--- src/udp_echo_pkg.sv ---
// UDP echo shared types
package udp_echo_pkg;

    // IPv4 address
    typedef logic [31:0] ip_addr_t;

    // UDP port number
    typedef logic [15:0] udp_port_t;

    // UDP length field, header plus payload
    typedef logic [15:0] udp_len_t;

    // Payload byte
    typedef logic [7:0] byte_t;

    // Datagrams to this port get answered
    localparam udp_port_t DEFAULT_ECHO_PORT = 16'd1234;

    // 192.168.1.128
    localparam ip_addr_t DEFAULT_LOCAL_IP = {8'd192, 8'd168, 8'd1, 8'd128};

endpackage
--- src/udp_echo_top.sv ---
// UDP echo top level
`timescale 1ns/1ps

module udp_echo_top import udp_echo_pkg::*; #(
    parameter udp_port_t ECHO_PORT  = DEFAULT_ECHO_PORT,
    parameter ip_addr_t  LOCAL_IP   = DEFAULT_LOCAL_IP,
    parameter int        FIFO_DEPTH = 256
) (
    input  logic      clk,
    input  logic      rst,

    // Inbound UDP header
    input  logic      i_rx_hdr_valid,
    output logic      o_rx_hdr_ready,
    input  ip_addr_t  i_rx_ip_source_ip,
    input  udp_port_t i_rx_udp_source_port,
    input  udp_port_t i_rx_udp_dest_port,
    input  udp_len_t  i_rx_udp_length,

    // Inbound payload
    input  byte_t     i_rx_payload_tdata,
    input  logic      i_rx_payload_tvalid,
    input  logic      i_rx_payload_tlast,
    input  logic      i_rx_payload_tuser,
    output logic      o_rx_payload_tready,

    // Outbound UDP header
    output logic      o_tx_hdr_valid,
    input  logic      i_tx_hdr_ready,
    output ip_addr_t  o_tx_ip_source_ip,
    output ip_addr_t  o_tx_ip_dest_ip,
    output udp_port_t o_tx_udp_source_port,
    output udp_port_t o_tx_udp_dest_port,
    output udp_len_t  o_tx_udp_length,

    // Outbound payload
    output byte_t     o_tx_payload_tdata,
    output logic      o_tx_payload_tvalid,
    output logic      o_tx_payload_tlast,
    output logic      o_tx_payload_tuser,
    input  logic      i_tx_payload_tready
);

    // Filter to header builder
    logic      fwd_hdr_valid;
    logic      fwd_hdr_ready;
    ip_addr_t  fwd_ip_source_ip;
    udp_port_t fwd_udp_source_port;
    udp_port_t fwd_udp_dest_port;
    udp_len_t  fwd_udp_length;

    // Filter to FIFO
    logic      wr_valid;
    logic      wr_ready;
    byte_t     wr_data;
    logic      wr_last;
    logic      wr_user;

    udp_port_filter #(
        .ECHO_PORT (ECHO_PORT)
    ) u_udp_port_filter (
        .clk                   (clk),
        .rst                   (rst),
        .i_hdr_valid           (i_rx_hdr_valid),
        .o_hdr_ready           (o_rx_hdr_ready),
        .i_ip_source_ip        (i_rx_ip_source_ip),
        .i_udp_source_port     (i_rx_udp_source_port),
        .i_udp_dest_port       (i_rx_udp_dest_port),
        .i_udp_length          (i_rx_udp_length),
        .i_payload_tdata       (i_rx_payload_tdata),
        .i_payload_tvalid      (i_rx_payload_tvalid),
        .i_payload_tlast       (i_rx_payload_tlast),
        .i_payload_tuser       (i_rx_payload_tuser),
        .o_payload_tready      (o_rx_payload_tready),
        .o_fwd_hdr_valid       (fwd_hdr_valid),
        .i_fwd_hdr_ready       (fwd_hdr_ready),
        .o_fwd_ip_source_ip    (fwd_ip_source_ip),
        .o_fwd_udp_source_port (fwd_udp_source_port),
        .o_fwd_udp_dest_port   (fwd_udp_dest_port),
        .o_fwd_udp_length      (fwd_udp_length),
        .o_wr_valid            (wr_valid),
        .i_wr_ready            (wr_ready),
        .o_wr_data             (wr_data),
        .o_wr_last             (wr_last),
        .o_wr_user             (wr_user)
    );

    udp_reply_header #(
        .LOCAL_IP (LOCAL_IP)
    ) u_udp_reply_header (
        .clk                  (clk),
        .rst                  (rst),
        .i_hdr_valid          (fwd_hdr_valid),
        .o_hdr_ready          (fwd_hdr_ready),
        .i_ip_source_ip       (fwd_ip_source_ip),
        .i_udp_source_port    (fwd_udp_source_port),
        .i_udp_dest_port      (fwd_udp_dest_port),
        .i_udp_length         (fwd_udp_length),
        .o_tx_hdr_valid       (o_tx_hdr_valid),
        .i_tx_hdr_ready       (i_tx_hdr_ready),
        .o_tx_ip_source_ip    (o_tx_ip_source_ip),
        .o_tx_ip_dest_ip      (o_tx_ip_dest_ip),
        .o_tx_udp_source_port (o_tx_udp_source_port),
        .o_tx_udp_dest_port   (o_tx_udp_dest_port),
        .o_tx_udp_length      (o_tx_udp_length)
    );

    udp_payload_fifo #(
        .FIFO_DEPTH (FIFO_DEPTH)
    ) u_udp_payload_fifo (
        .clk        (clk),
        .rst        (rst),
        .i_wr_valid (wr_valid),
        .o_wr_ready (wr_ready),
        .i_wr_data  (wr_data),
        .i_wr_last  (wr_last),
        .i_wr_user  (wr_user),
        .o_rd_valid (o_tx_payload_tvalid),
        .i_rd_ready (i_tx_payload_tready),
        .o_rd_data  (o_tx_payload_tdata),
        .o_rd_last  (o_tx_payload_tlast),
        .o_rd_user  (o_tx_payload_tuser)
    );

endmodule

--- src/udp_payload_fifo.sv ---
// Synchronous payload byte FIFO
`timescale 1ns/1ps

module udp_payload_fifo import udp_echo_pkg::*; #(
    parameter int FIFO_DEPTH = 256
) (
    input  logic  clk,
    input  logic  rst,

    // Write side
    input  logic  i_wr_valid,
    output logic  o_wr_ready,
    input  byte_t i_wr_data,
    input  logic  i_wr_last,
    input  logic  i_wr_user,

    // Read side
    output logic  o_rd_valid,
    input  logic  i_rd_ready,
    output byte_t o_rd_data,
    output logic  o_rd_last,
    output logic  o_rd_user
);

    localparam int ADDR_W  = $clog2(FIFO_DEPTH);
    localparam int ENTRY_W = $bits(byte_t) + 2;

    // Entry is {user, last, data}
    logic [ENTRY_W-1:0] mem [FIFO_DEPTH];

    // One extra bit tells full from empty
    logic [ADDR_W:0]    wr_ptr;
    logic [ADDR_W:0]    rd_ptr;
    logic               full;
    logic               empty;
    logic               wr_en;
    logic               rd_en;
    logic [ENTRY_W-1:0] rd_entry;

    assign empty = (wr_ptr == rd_ptr);
    assign full  = (wr_ptr[ADDR_W] != rd_ptr[ADDR_W]) &&
                   (wr_ptr[ADDR_W-1:0] == rd_ptr[ADDR_W-1:0]);

    assign o_wr_ready = !full;
    assign o_rd_valid = !empty;

    assign wr_en = i_wr_valid && !full;
    assign rd_en = i_rd_ready && !empty;

    always_ff @(posedge clk) begin
        if (wr_en) begin
            mem[wr_ptr[ADDR_W-1:0]] <= {i_wr_user, i_wr_last, i_wr_data};
        end
    end

    always_ff @(posedge clk) begin
        if (rst) begin
            wr_ptr <= '0;
            rd_ptr <= '0;
        end else begin
            if (wr_en) begin
                wr_ptr <= wr_ptr + 1'b1;
            end
            if (rd_en) begin
                rd_ptr <= rd_ptr + 1'b1;
            end
        end
    end

    // Head entry read straight from the array, visible the cycle after the write
    assign rd_entry  = mem[rd_ptr[ADDR_W-1:0]];
    assign o_rd_data = rd_entry[7:0];
    assign o_rd_last = rd_entry[8];
    assign o_rd_user = rd_entry[9];

endmodule

--- src/udp_reply_header.sv ---
// UDP reply header builder
`timescale 1ns/1ps

module udp_reply_header import udp_echo_pkg::*; #(
    parameter ip_addr_t LOCAL_IP = DEFAULT_LOCAL_IP
) (
    input  logic      clk,
    input  logic      rst,

    // Request header from the filter
    input  logic      i_hdr_valid,
    output logic      o_hdr_ready,
    input  ip_addr_t  i_ip_source_ip,
    input  udp_port_t i_udp_source_port,
    input  udp_port_t i_udp_dest_port,
    input  udp_len_t  i_udp_length,

    // Reply header out
    output logic      o_tx_hdr_valid,
    input  logic      i_tx_hdr_ready,
    output ip_addr_t  o_tx_ip_source_ip,
    output ip_addr_t  o_tx_ip_dest_ip,
    output udp_port_t o_tx_udp_source_port,
    output udp_port_t o_tx_udp_dest_port,
    output udp_len_t  o_tx_udp_length
);

    logic      full;
    logic      load;
    ip_addr_t  dest_ip_q;
    udp_port_t src_port_q;
    udp_port_t dst_port_q;
    udp_len_t  length_q;

    // Space when empty, or when the held header leaves this cycle
    assign o_hdr_ready = !full || i_tx_hdr_ready;
    assign load        = i_hdr_valid && o_hdr_ready;

    always_ff @(posedge clk) begin
        if (rst) begin
            full <= 1'b0;
        end else if (load) begin
            full <= 1'b1;
        end else if (i_tx_hdr_ready) begin
            full <= 1'b0;
        end
    end

    // Reply goes back to the sender with the ports swapped
    always_ff @(posedge clk) begin
        if (load) begin
            dest_ip_q  <= i_ip_source_ip;
            src_port_q <= i_udp_dest_port;
            dst_port_q <= i_udp_source_port;
            length_q   <= i_udp_length;
        end
    end

    assign o_tx_hdr_valid       = full;
    assign o_tx_ip_source_ip    = LOCAL_IP;
    assign o_tx_ip_dest_ip      = dest_ip_q;
    assign o_tx_udp_source_port = src_port_q;
    assign o_tx_udp_dest_port   = dst_port_q;
    assign o_tx_udp_length      = length_q;

endmodule

--- src/udp_port_filter.sv ---
// UDP destination port filter
`timescale 1ns/1ps

module udp_port_filter import udp_echo_pkg::*; #(
    parameter udp_port_t ECHO_PORT = DEFAULT_ECHO_PORT
) (
    input  logic      clk,
    input  logic      rst,

    // Inbound header
    input  logic      i_hdr_valid,
    output logic      o_hdr_ready,
    input  ip_addr_t  i_ip_source_ip,
    input  udp_port_t i_udp_source_port,
    input  udp_port_t i_udp_dest_port,
    input  udp_len_t  i_udp_length,

    // Inbound payload
    input  byte_t     i_payload_tdata,
    input  logic      i_payload_tvalid,
    input  logic      i_payload_tlast,
    input  logic      i_payload_tuser,
    output logic      o_payload_tready,

    // Header towards the reply builder
    output logic      o_fwd_hdr_valid,
    input  logic      i_fwd_hdr_ready,
    output ip_addr_t  o_fwd_ip_source_ip,
    output udp_port_t o_fwd_udp_source_port,
    output udp_port_t o_fwd_udp_dest_port,
    output udp_len_t  o_fwd_udp_length,

    // Payload towards the FIFO
    output logic      o_wr_valid,
    input  logic      i_wr_ready,
    output byte_t     o_wr_data,
    output logic      o_wr_last,
    output logic      o_wr_user
);

    localparam logic [1:0] ST_IDLE = 2'd0;
    localparam logic [1:0] ST_KEEP = 2'd1;
    localparam logic [1:0] ST_DROP = 2'd2;

    logic [1:0] state;
    logic       port_match;
    logic       hdr_fire;
    logic       last_fire;

    assign port_match = (i_udp_dest_port == ECHO_PORT);

    // Matching headers wait for the builder, others are swallowed at once
    assign o_hdr_ready = (state == ST_IDLE) && (port_match ? i_fwd_hdr_ready : 1'b1);
    assign hdr_fire    = i_hdr_valid && o_hdr_ready;

    assign o_fwd_hdr_valid       = (state == ST_IDLE) && i_hdr_valid && port_match;
    assign o_fwd_ip_source_ip    = i_ip_source_ip;
    assign o_fwd_udp_source_port = i_udp_source_port;
    assign o_fwd_udp_dest_port   = i_udp_dest_port;
    assign o_fwd_udp_length      = i_udp_length;

    // Payload held off while idle, drained while dropping
    always_comb begin
        case (state)
            ST_KEEP: o_payload_tready = i_wr_ready;
            ST_DROP: o_payload_tready = 1'b1;
            default: o_payload_tready = 1'b0;
        endcase
    end

    assign o_wr_valid = (state == ST_KEEP) && i_payload_tvalid;
    assign o_wr_data  = i_payload_tdata;
    assign o_wr_last  = i_payload_tlast;
    assign o_wr_user  = i_payload_tuser;

    assign last_fire = i_payload_tvalid && o_payload_tready && i_payload_tlast;

    always_ff @(posedge clk) begin
        if (rst) begin
            state <= ST_IDLE;
        end else begin
            case (state)
                ST_IDLE: begin
                    if (hdr_fire) begin
                        state <= port_match ? ST_KEEP : ST_DROP;
                    end
                end
                ST_KEEP, ST_DROP: begin
                    // Frame ends on the transfer of the tlast byte
                    if (last_fire) begin
                        state <= ST_IDLE;
                    end
                end
                default: state <= ST_IDLE;
            endcase
        end
    end

endmodule

--- config.mk ---
export PLATFORM = sky130hd
export DESIGN_NAME = udp_echo_top
export DESIGN_NICKNAME = d
export VERILOG_FILES = /design/src/udp_echo_pkg.sv /design/src/udp_echo_top.sv /design/src/udp_payload_fifo.sv /design/src/udp_reply_header.sv /design/src/udp_port_filter.sv
export SDC_FILE = /design/constraint.sdc
export NUM_CORES = 2
export LEC_CHECK = 0
export BUFFER_PORTS_ARGS = -buffer_cell sky130_fd_sc_hd__buf_2
export CAP_MARGIN = 40
export CELL_PAD_IN_SITES_DETAIL_PLACEMENT = 1
export CELL_PAD_IN_SITES_GLOBAL_PLACEMENT = 2
export CORE_ASPECT_RATIO = 1.5
export CORE_MARGIN = 1.5
export CORE_UTILIZATION = 45
export DETAILED_ROUTE_END_ITERATION = 8
export HOLD_SLACK_MARGIN = 0.15
export PLACE_DENSITY_LB_ADDON = 0.1
export SLEW_MARGIN = 30
export SYNTH_ARGS = -nofsm -noshare
export SYNTH_HDL_FRONTEND = slang
export SYNTH_SLANG_ARGS = --single-unit
--- constraint.sdc ---
create_clock -name clk -period 3.6 [get_ports clk]
set_input_delay 0.72 -clock clk [delete_from_list [all_inputs] [get_ports clk]]
set_output_delay 0.72 -clock clk [all_outputs]
set_load 0.005 [all_outputs]
# After elaboration in Yosys (flattened, before gate mapping)
# Memories as Yosys holds them, arrays and structs flattened. A register that Yosys moved wholly into a read port is not among the register bits.
# Cells that the tools add are included.
# totals
ram_bits	2560
word_cells	50
mem_count	1
reg_bits	101
out_inout_bits	126
inputBits	96
# op_classes
reduce_logical	19
add_sub_neg	2
eq_ne	8
muxes	12
# memory_table
memory	depth	word_bits	read_ports	rd_ports_with_merged_regs	wr	line_no	text
u_udp_payload_fifo.mem	256	10	1	1	1	udp_payload_fifo.sv:29	logic [ENTRY_W-1:0] mem [FIFO_DEPTH];
# ops
operator	count
$add A9 B1 Y9 const B	2
$eq A16 B11 Y1 const B	1
$mux W8	2
$logic_and A1 B1 Y1	11
$eq A9 B9 Y1	1
$eq A8 B8 Y1	1
$mux W2	3
$mux W1	5
$ne A2 B1 Y1 const B	2
$pmux W2 S2	1
$logic_not A1 Y1	3
$eq A2 B1 Y1 const B	1
$eq A2 B2 Y1 const B	1
$logic_not A2 Y1	1
$pmux W1 S2	1
$reduce_and A2 Y1	1
$reduce_bool A2 Y1	1
$reduce_or A2 Y1	1
$logic_or A1 B1 Y1	1
$ne A1 B1 Y1	1

# Logic depth before layout (Yosys ltp)
# depth
ltp_word	8
mapped_depth	11
ltp_nobuf	7

# Modules after synthesis
# A second synthesis with hierarchy kept.
# unflattened
hier_cells	4930
area_unflattened_um2	103529.3
# modules_own_cells
module	area_per_inst_um2	instances	seq_area_each_um2	cells_each
udp_payload_fifo	99872.0	1	77394.2	4689
udp_reply_header	2705.1	1	2422.3	119
udp_port_filter	952.2	1	40.0	122

# Least setup slack after synthesis
# OpenSTA, ideal clock, no wires.
# synth_path
kind	input -> register
startpoint	input i_rx_udp_dest_port[13]
endpoint	register u_udp_reply_header.dest_ip_q[0], in the netlist u_udp_reply_header.o_tx_ip_dest_ip[0], enable pin
arrival_time_ps	3280
path_buffers	0
setup_time_ps	448
path_stages	4
path_slack_ps	-128
required_ps	3152
path_cell_list	nor4b_1 -> nand4_1 -> nor2_1 -> and3_1
# synth_between
elab_chain_len	3
# synth_rtl
item	line_no	text
from (decl)	udp_echo_top.sv:17	input udp_port_t i_rx_udp_dest_port,
$eq A16 B11 Y1	udp_port_filter.sv:50	assign port_match = (i_udp_dest_port == ECHO_PORT);
$logic_and A1 B1 Y1	udp_port_filter.sv:56	assign o_fwd_hdr_valid = (state == ST_IDLE) && i_hdr_valid && port_match;
$logic_and A1 B1 Y1	udp_reply_header.sv:37	assign load = i_hdr_valid && o_hdr_ready;
named net u_udp_reply_header.load	udp_reply_header.sv:29	logic load;
to (signal assigned)	udp_reply_header.sv:52	dest_ip_q <= i_ip_source_ip;
to (decl)	udp_reply_header.sv:30	ip_addr_t dest_ip_q;
# The timed path passes the listed nets, and every way through them passes these cells.
# A chain may end at the register's enable or synchronous reset.

==> qor.yml <==
layout-drive-gt1-share: 0.3637
synth_area_mm2: 0.1028
antenna_found_initial: 6
dr.pass1.iters: 5
synth_fa_ha_area_frac: 0.0009737
clock-root-buffer: "clkbuf_16"
clock_skew_ns: 0.04832
wl_met3_um: 11910
grt_max_degree: 138
worst-slew-pin-transition_ns: 1.010
start_util: 0.4533
place_congestion: 0.8629
cp.arrival_ns: 3.85
core.rowCount: 214
n_fill_cell: 19720
die-area_mm2: 0.2314
synth-simple-area-share: 0.02506
via_per_inst: 5.790
layout_common_cells: "edfxtp_1, buf_4, mux4_2, clkbuf_16, mux2i_1"
violations: "setup timing"
core_mm2: 0.2268
synth_edf_count: 2640
synth_warnings: 0
hold_depth: 3
synthMuxAreaShare: 0.1379
wl_met2_um: 163600
final_max_slew_viol_count: 0
ys_ff_latch: 2669
synth-compound-area-share: 0.03834
cpPeakStageDelay_ns: 0.48
grt_pass1_vias: 57140
syn_avg_cell_area_um2: 20.95
portBuffers: 189
highest_layer: "met5"
max-cap-violations: 0
cts_made_buffers: 269
detail-route-antenna-nets: 0
ioPinCount: 222
synth_cells: 4907
finalCriticalPeriod_ns: 4.568
synth.yosys.seq_area_share: 0.7768
place_area_mm2: 0.1126
max_freq_ghz: 0.2189
timing.slew.headroom: 0.3267
p_leak_nw: 39.02
setup_slack_ns: -0.9680
area_growth_pct: 21.09
p_total_mw: 62.13
hold_path.class: "in2reg"
final_area_mm2: 0.1245
wirelength_um: 303500
vdd_drop_max_mv: 0.4188
synth-xor-area-share: 0.002045
crit_type: "reg2out"
drc: 0
h-tree-depth: 5
met1_length_um: 116400
finalCritPeriodShare: 1.269
grt_setup_unrepaired: "yes"
final_common_cell: "edfxtp_1"
synth_top_area_share: 0.7711
yosys-top-cells-area: "edfxtp_1, mux4_2, mux2i_1, a22oi_1, nor2_1"
grt-ovfl-total: 0
ys_types: 75
async_reset_ff_frac: 0
critPathLaunchType: "register"
nets: 6031
fp.dieW_um: 393.3
path_max_fanout: 10
grt.total_usage: 0.2628
wl_per_cell_um: 33.16
grt_pass1_wl_um: 429800
synth_top_family_by_area: "multiplexers"
clk_pin_slew_worst_paths_ns: 0.07
synth_top_area_cell: "edfxtp_1"
hpwl_um: 201100
cts_sinks: 2669
status: "finished, violations left"
crit_chain: "buf_12, buf_12, buf_4, and2_1, buf_4, a221oi_1, o21ai_0, a31oi_1, nor3_4, nor4_4, buf_2"
drt_iter0_drc: 4069
die_height_um: 588.4
slowest_stage: "a221oi_1"
clock_latency_ns: 0.85
reg2regPathDepth: 7
finalHoldViolCount: 0
finalSetupViolCount: 10
required_ns: 2.88
endpoint_kind: "output pin"
synth_ff_type: "edfxtp_1"
via_count: 52980
p_per_area_mw_per_mm2: 499.1
cts_tree: "built"
clk_path_buf_depth: 4
through the flow:
step           setup TNS (ns)  hold slack [ns]    util  std cells  setup slack, ns
2_1_floorplan               0           0.4567       -       4937           0.7678
3_3_place_gp           -6.827           0.4802  0.4924       8435           -1.273
3_5_place_dp           -5.723           0.4995  0.4966       8506          -0.9516
4_1_cts                -9.772           0.2048  0.5454       9115           -1.038
5_1_grt                -9.589           0.2998  0.5489       9151           -1.042
6_report               -8.844           0.2680  0.5489       9151          -0.9680
worst max-delay path: cells and delay by family, from the launching register on:
kind	cells	cell delay (ns)
buffers and inverters	5	0.89
DFF	1	0.37
AOI/OAI and AO/OA	3	1.06
and+or+nand+nor	3	0.71
flip-flops by register name (all words and copies together) (netlist names), named ones only:
register	flops
u_udp_payload_fifo.mem	2560
u_udp_payload_fifo.rd_ptr	9
u_udp_payload_fifo.wr_ptr	9
u_udp_port_filter.state	2
u_udp_reply_header.o_tx_hdr_valid	1
u_udp_reply_header.o_tx_ip_dest_ip	32
u_udp_reply_header.o_tx_udp_dest_port	16
u_udp_reply_header.o_tx_udp_length	16
u_udp_reply_header.o_tx_udp_source_port	16
cell type report:
| class | count | area (um2) | share of cell area |
|---|---|---|---|
| Sequential cell | 2669 | 79870 | 0.6416 |
| Multi-Input combinational cell | 1944 | 22850 | 0.1835 |
| Timing Repair Buffer | 1036 | 9638 | 0.07742 |
| Clock buffer | 332 | 7212 | 0.05793 |
| Tap cell | 3024 | 3784 | 0.03039 |
| Clock inverter | 138 | 1100 | 0.008835 |
| Inverter | 7 | 26.28 | 0.0002111 |
| Antenna cell | 1 | 2.502 | 0.00002010 |
kinds of logic after synthesis:
group	count (synthesis)
DFF	2669
muxes	762
AOI/OAI and AO/OA	571
and+or+nand+nor	547
buffers and inverters	324
xor gates and xnor gates	24
adders and majority gates	8
other	2
cell usage after synthesis (all sizes together) (3+ instances only):
library cell  number
a21o               6
a221o              5
a21oi            128
o31a               3
o22a              11
nor3              34
or3                5
a22oi            181
nand2             78
a31oi              8
nand3b             4
a221oi            39
nand4              8
o311ai             3
edfxtp          2640
mux2i            232
mux4             523
nor3b              5
nor2b             11
ha                 8
or2                4
nand2b            13
dfxtp             29
clkbuf           123
a22o              25
o21ai             65
and2               4
inv                7
o221ai            36
a211oi             3
nor2             313
o22ai             40
nand3             16
xnor2             18
nor4              28
a2111oi            5
and3b              3
and3              10
or3b               3
buf              194
mux2               7
xor2               6
routing by layer:
metal	vias to the layer above	GRT usage
li1	22440	-
met1	28700	0.3217
met2	1405	0.4804
met3	445	0.02887
met4	2	0.08853
met5	-	0
final timing paths:
| check | to | slack (ns) | startpoint |
|---|---|---|---|
| max | o_tx_payload_tdata[4] | -0.97 | register |
| min | u_udp_reply_header.o_tx_hdr_valid | 0.27 | i_tx_hdr_ready |
| max reg2reg | u_udp_payload_fifo.mem[224][6] | 0.40 | u_udp_payload_fifo.rd_ptr[8] |
| min reg2reg | u_udp_port_filter.state[1] | 0.52 | u_udp_port_filter.state[1] |
timing repair:
item	4_1_cts	5_1_grt
pin swaps	37	44
hold buffers	81	0
hold endpoints to repair	81	0
buffers inserted	46	34
gates resized for setup	220	100
gates cloned	15	3
endpoints found under the setup margin	10	11
power by group:
part           leakage (nW)  internal [mW]  switching [mW]
sequential             24.0           34.1         0.00191
combinational          11.0          0.169           0.612
clock                  4.08           15.5            11.8
Note: power is estimated with default switching activity, not from simulation.
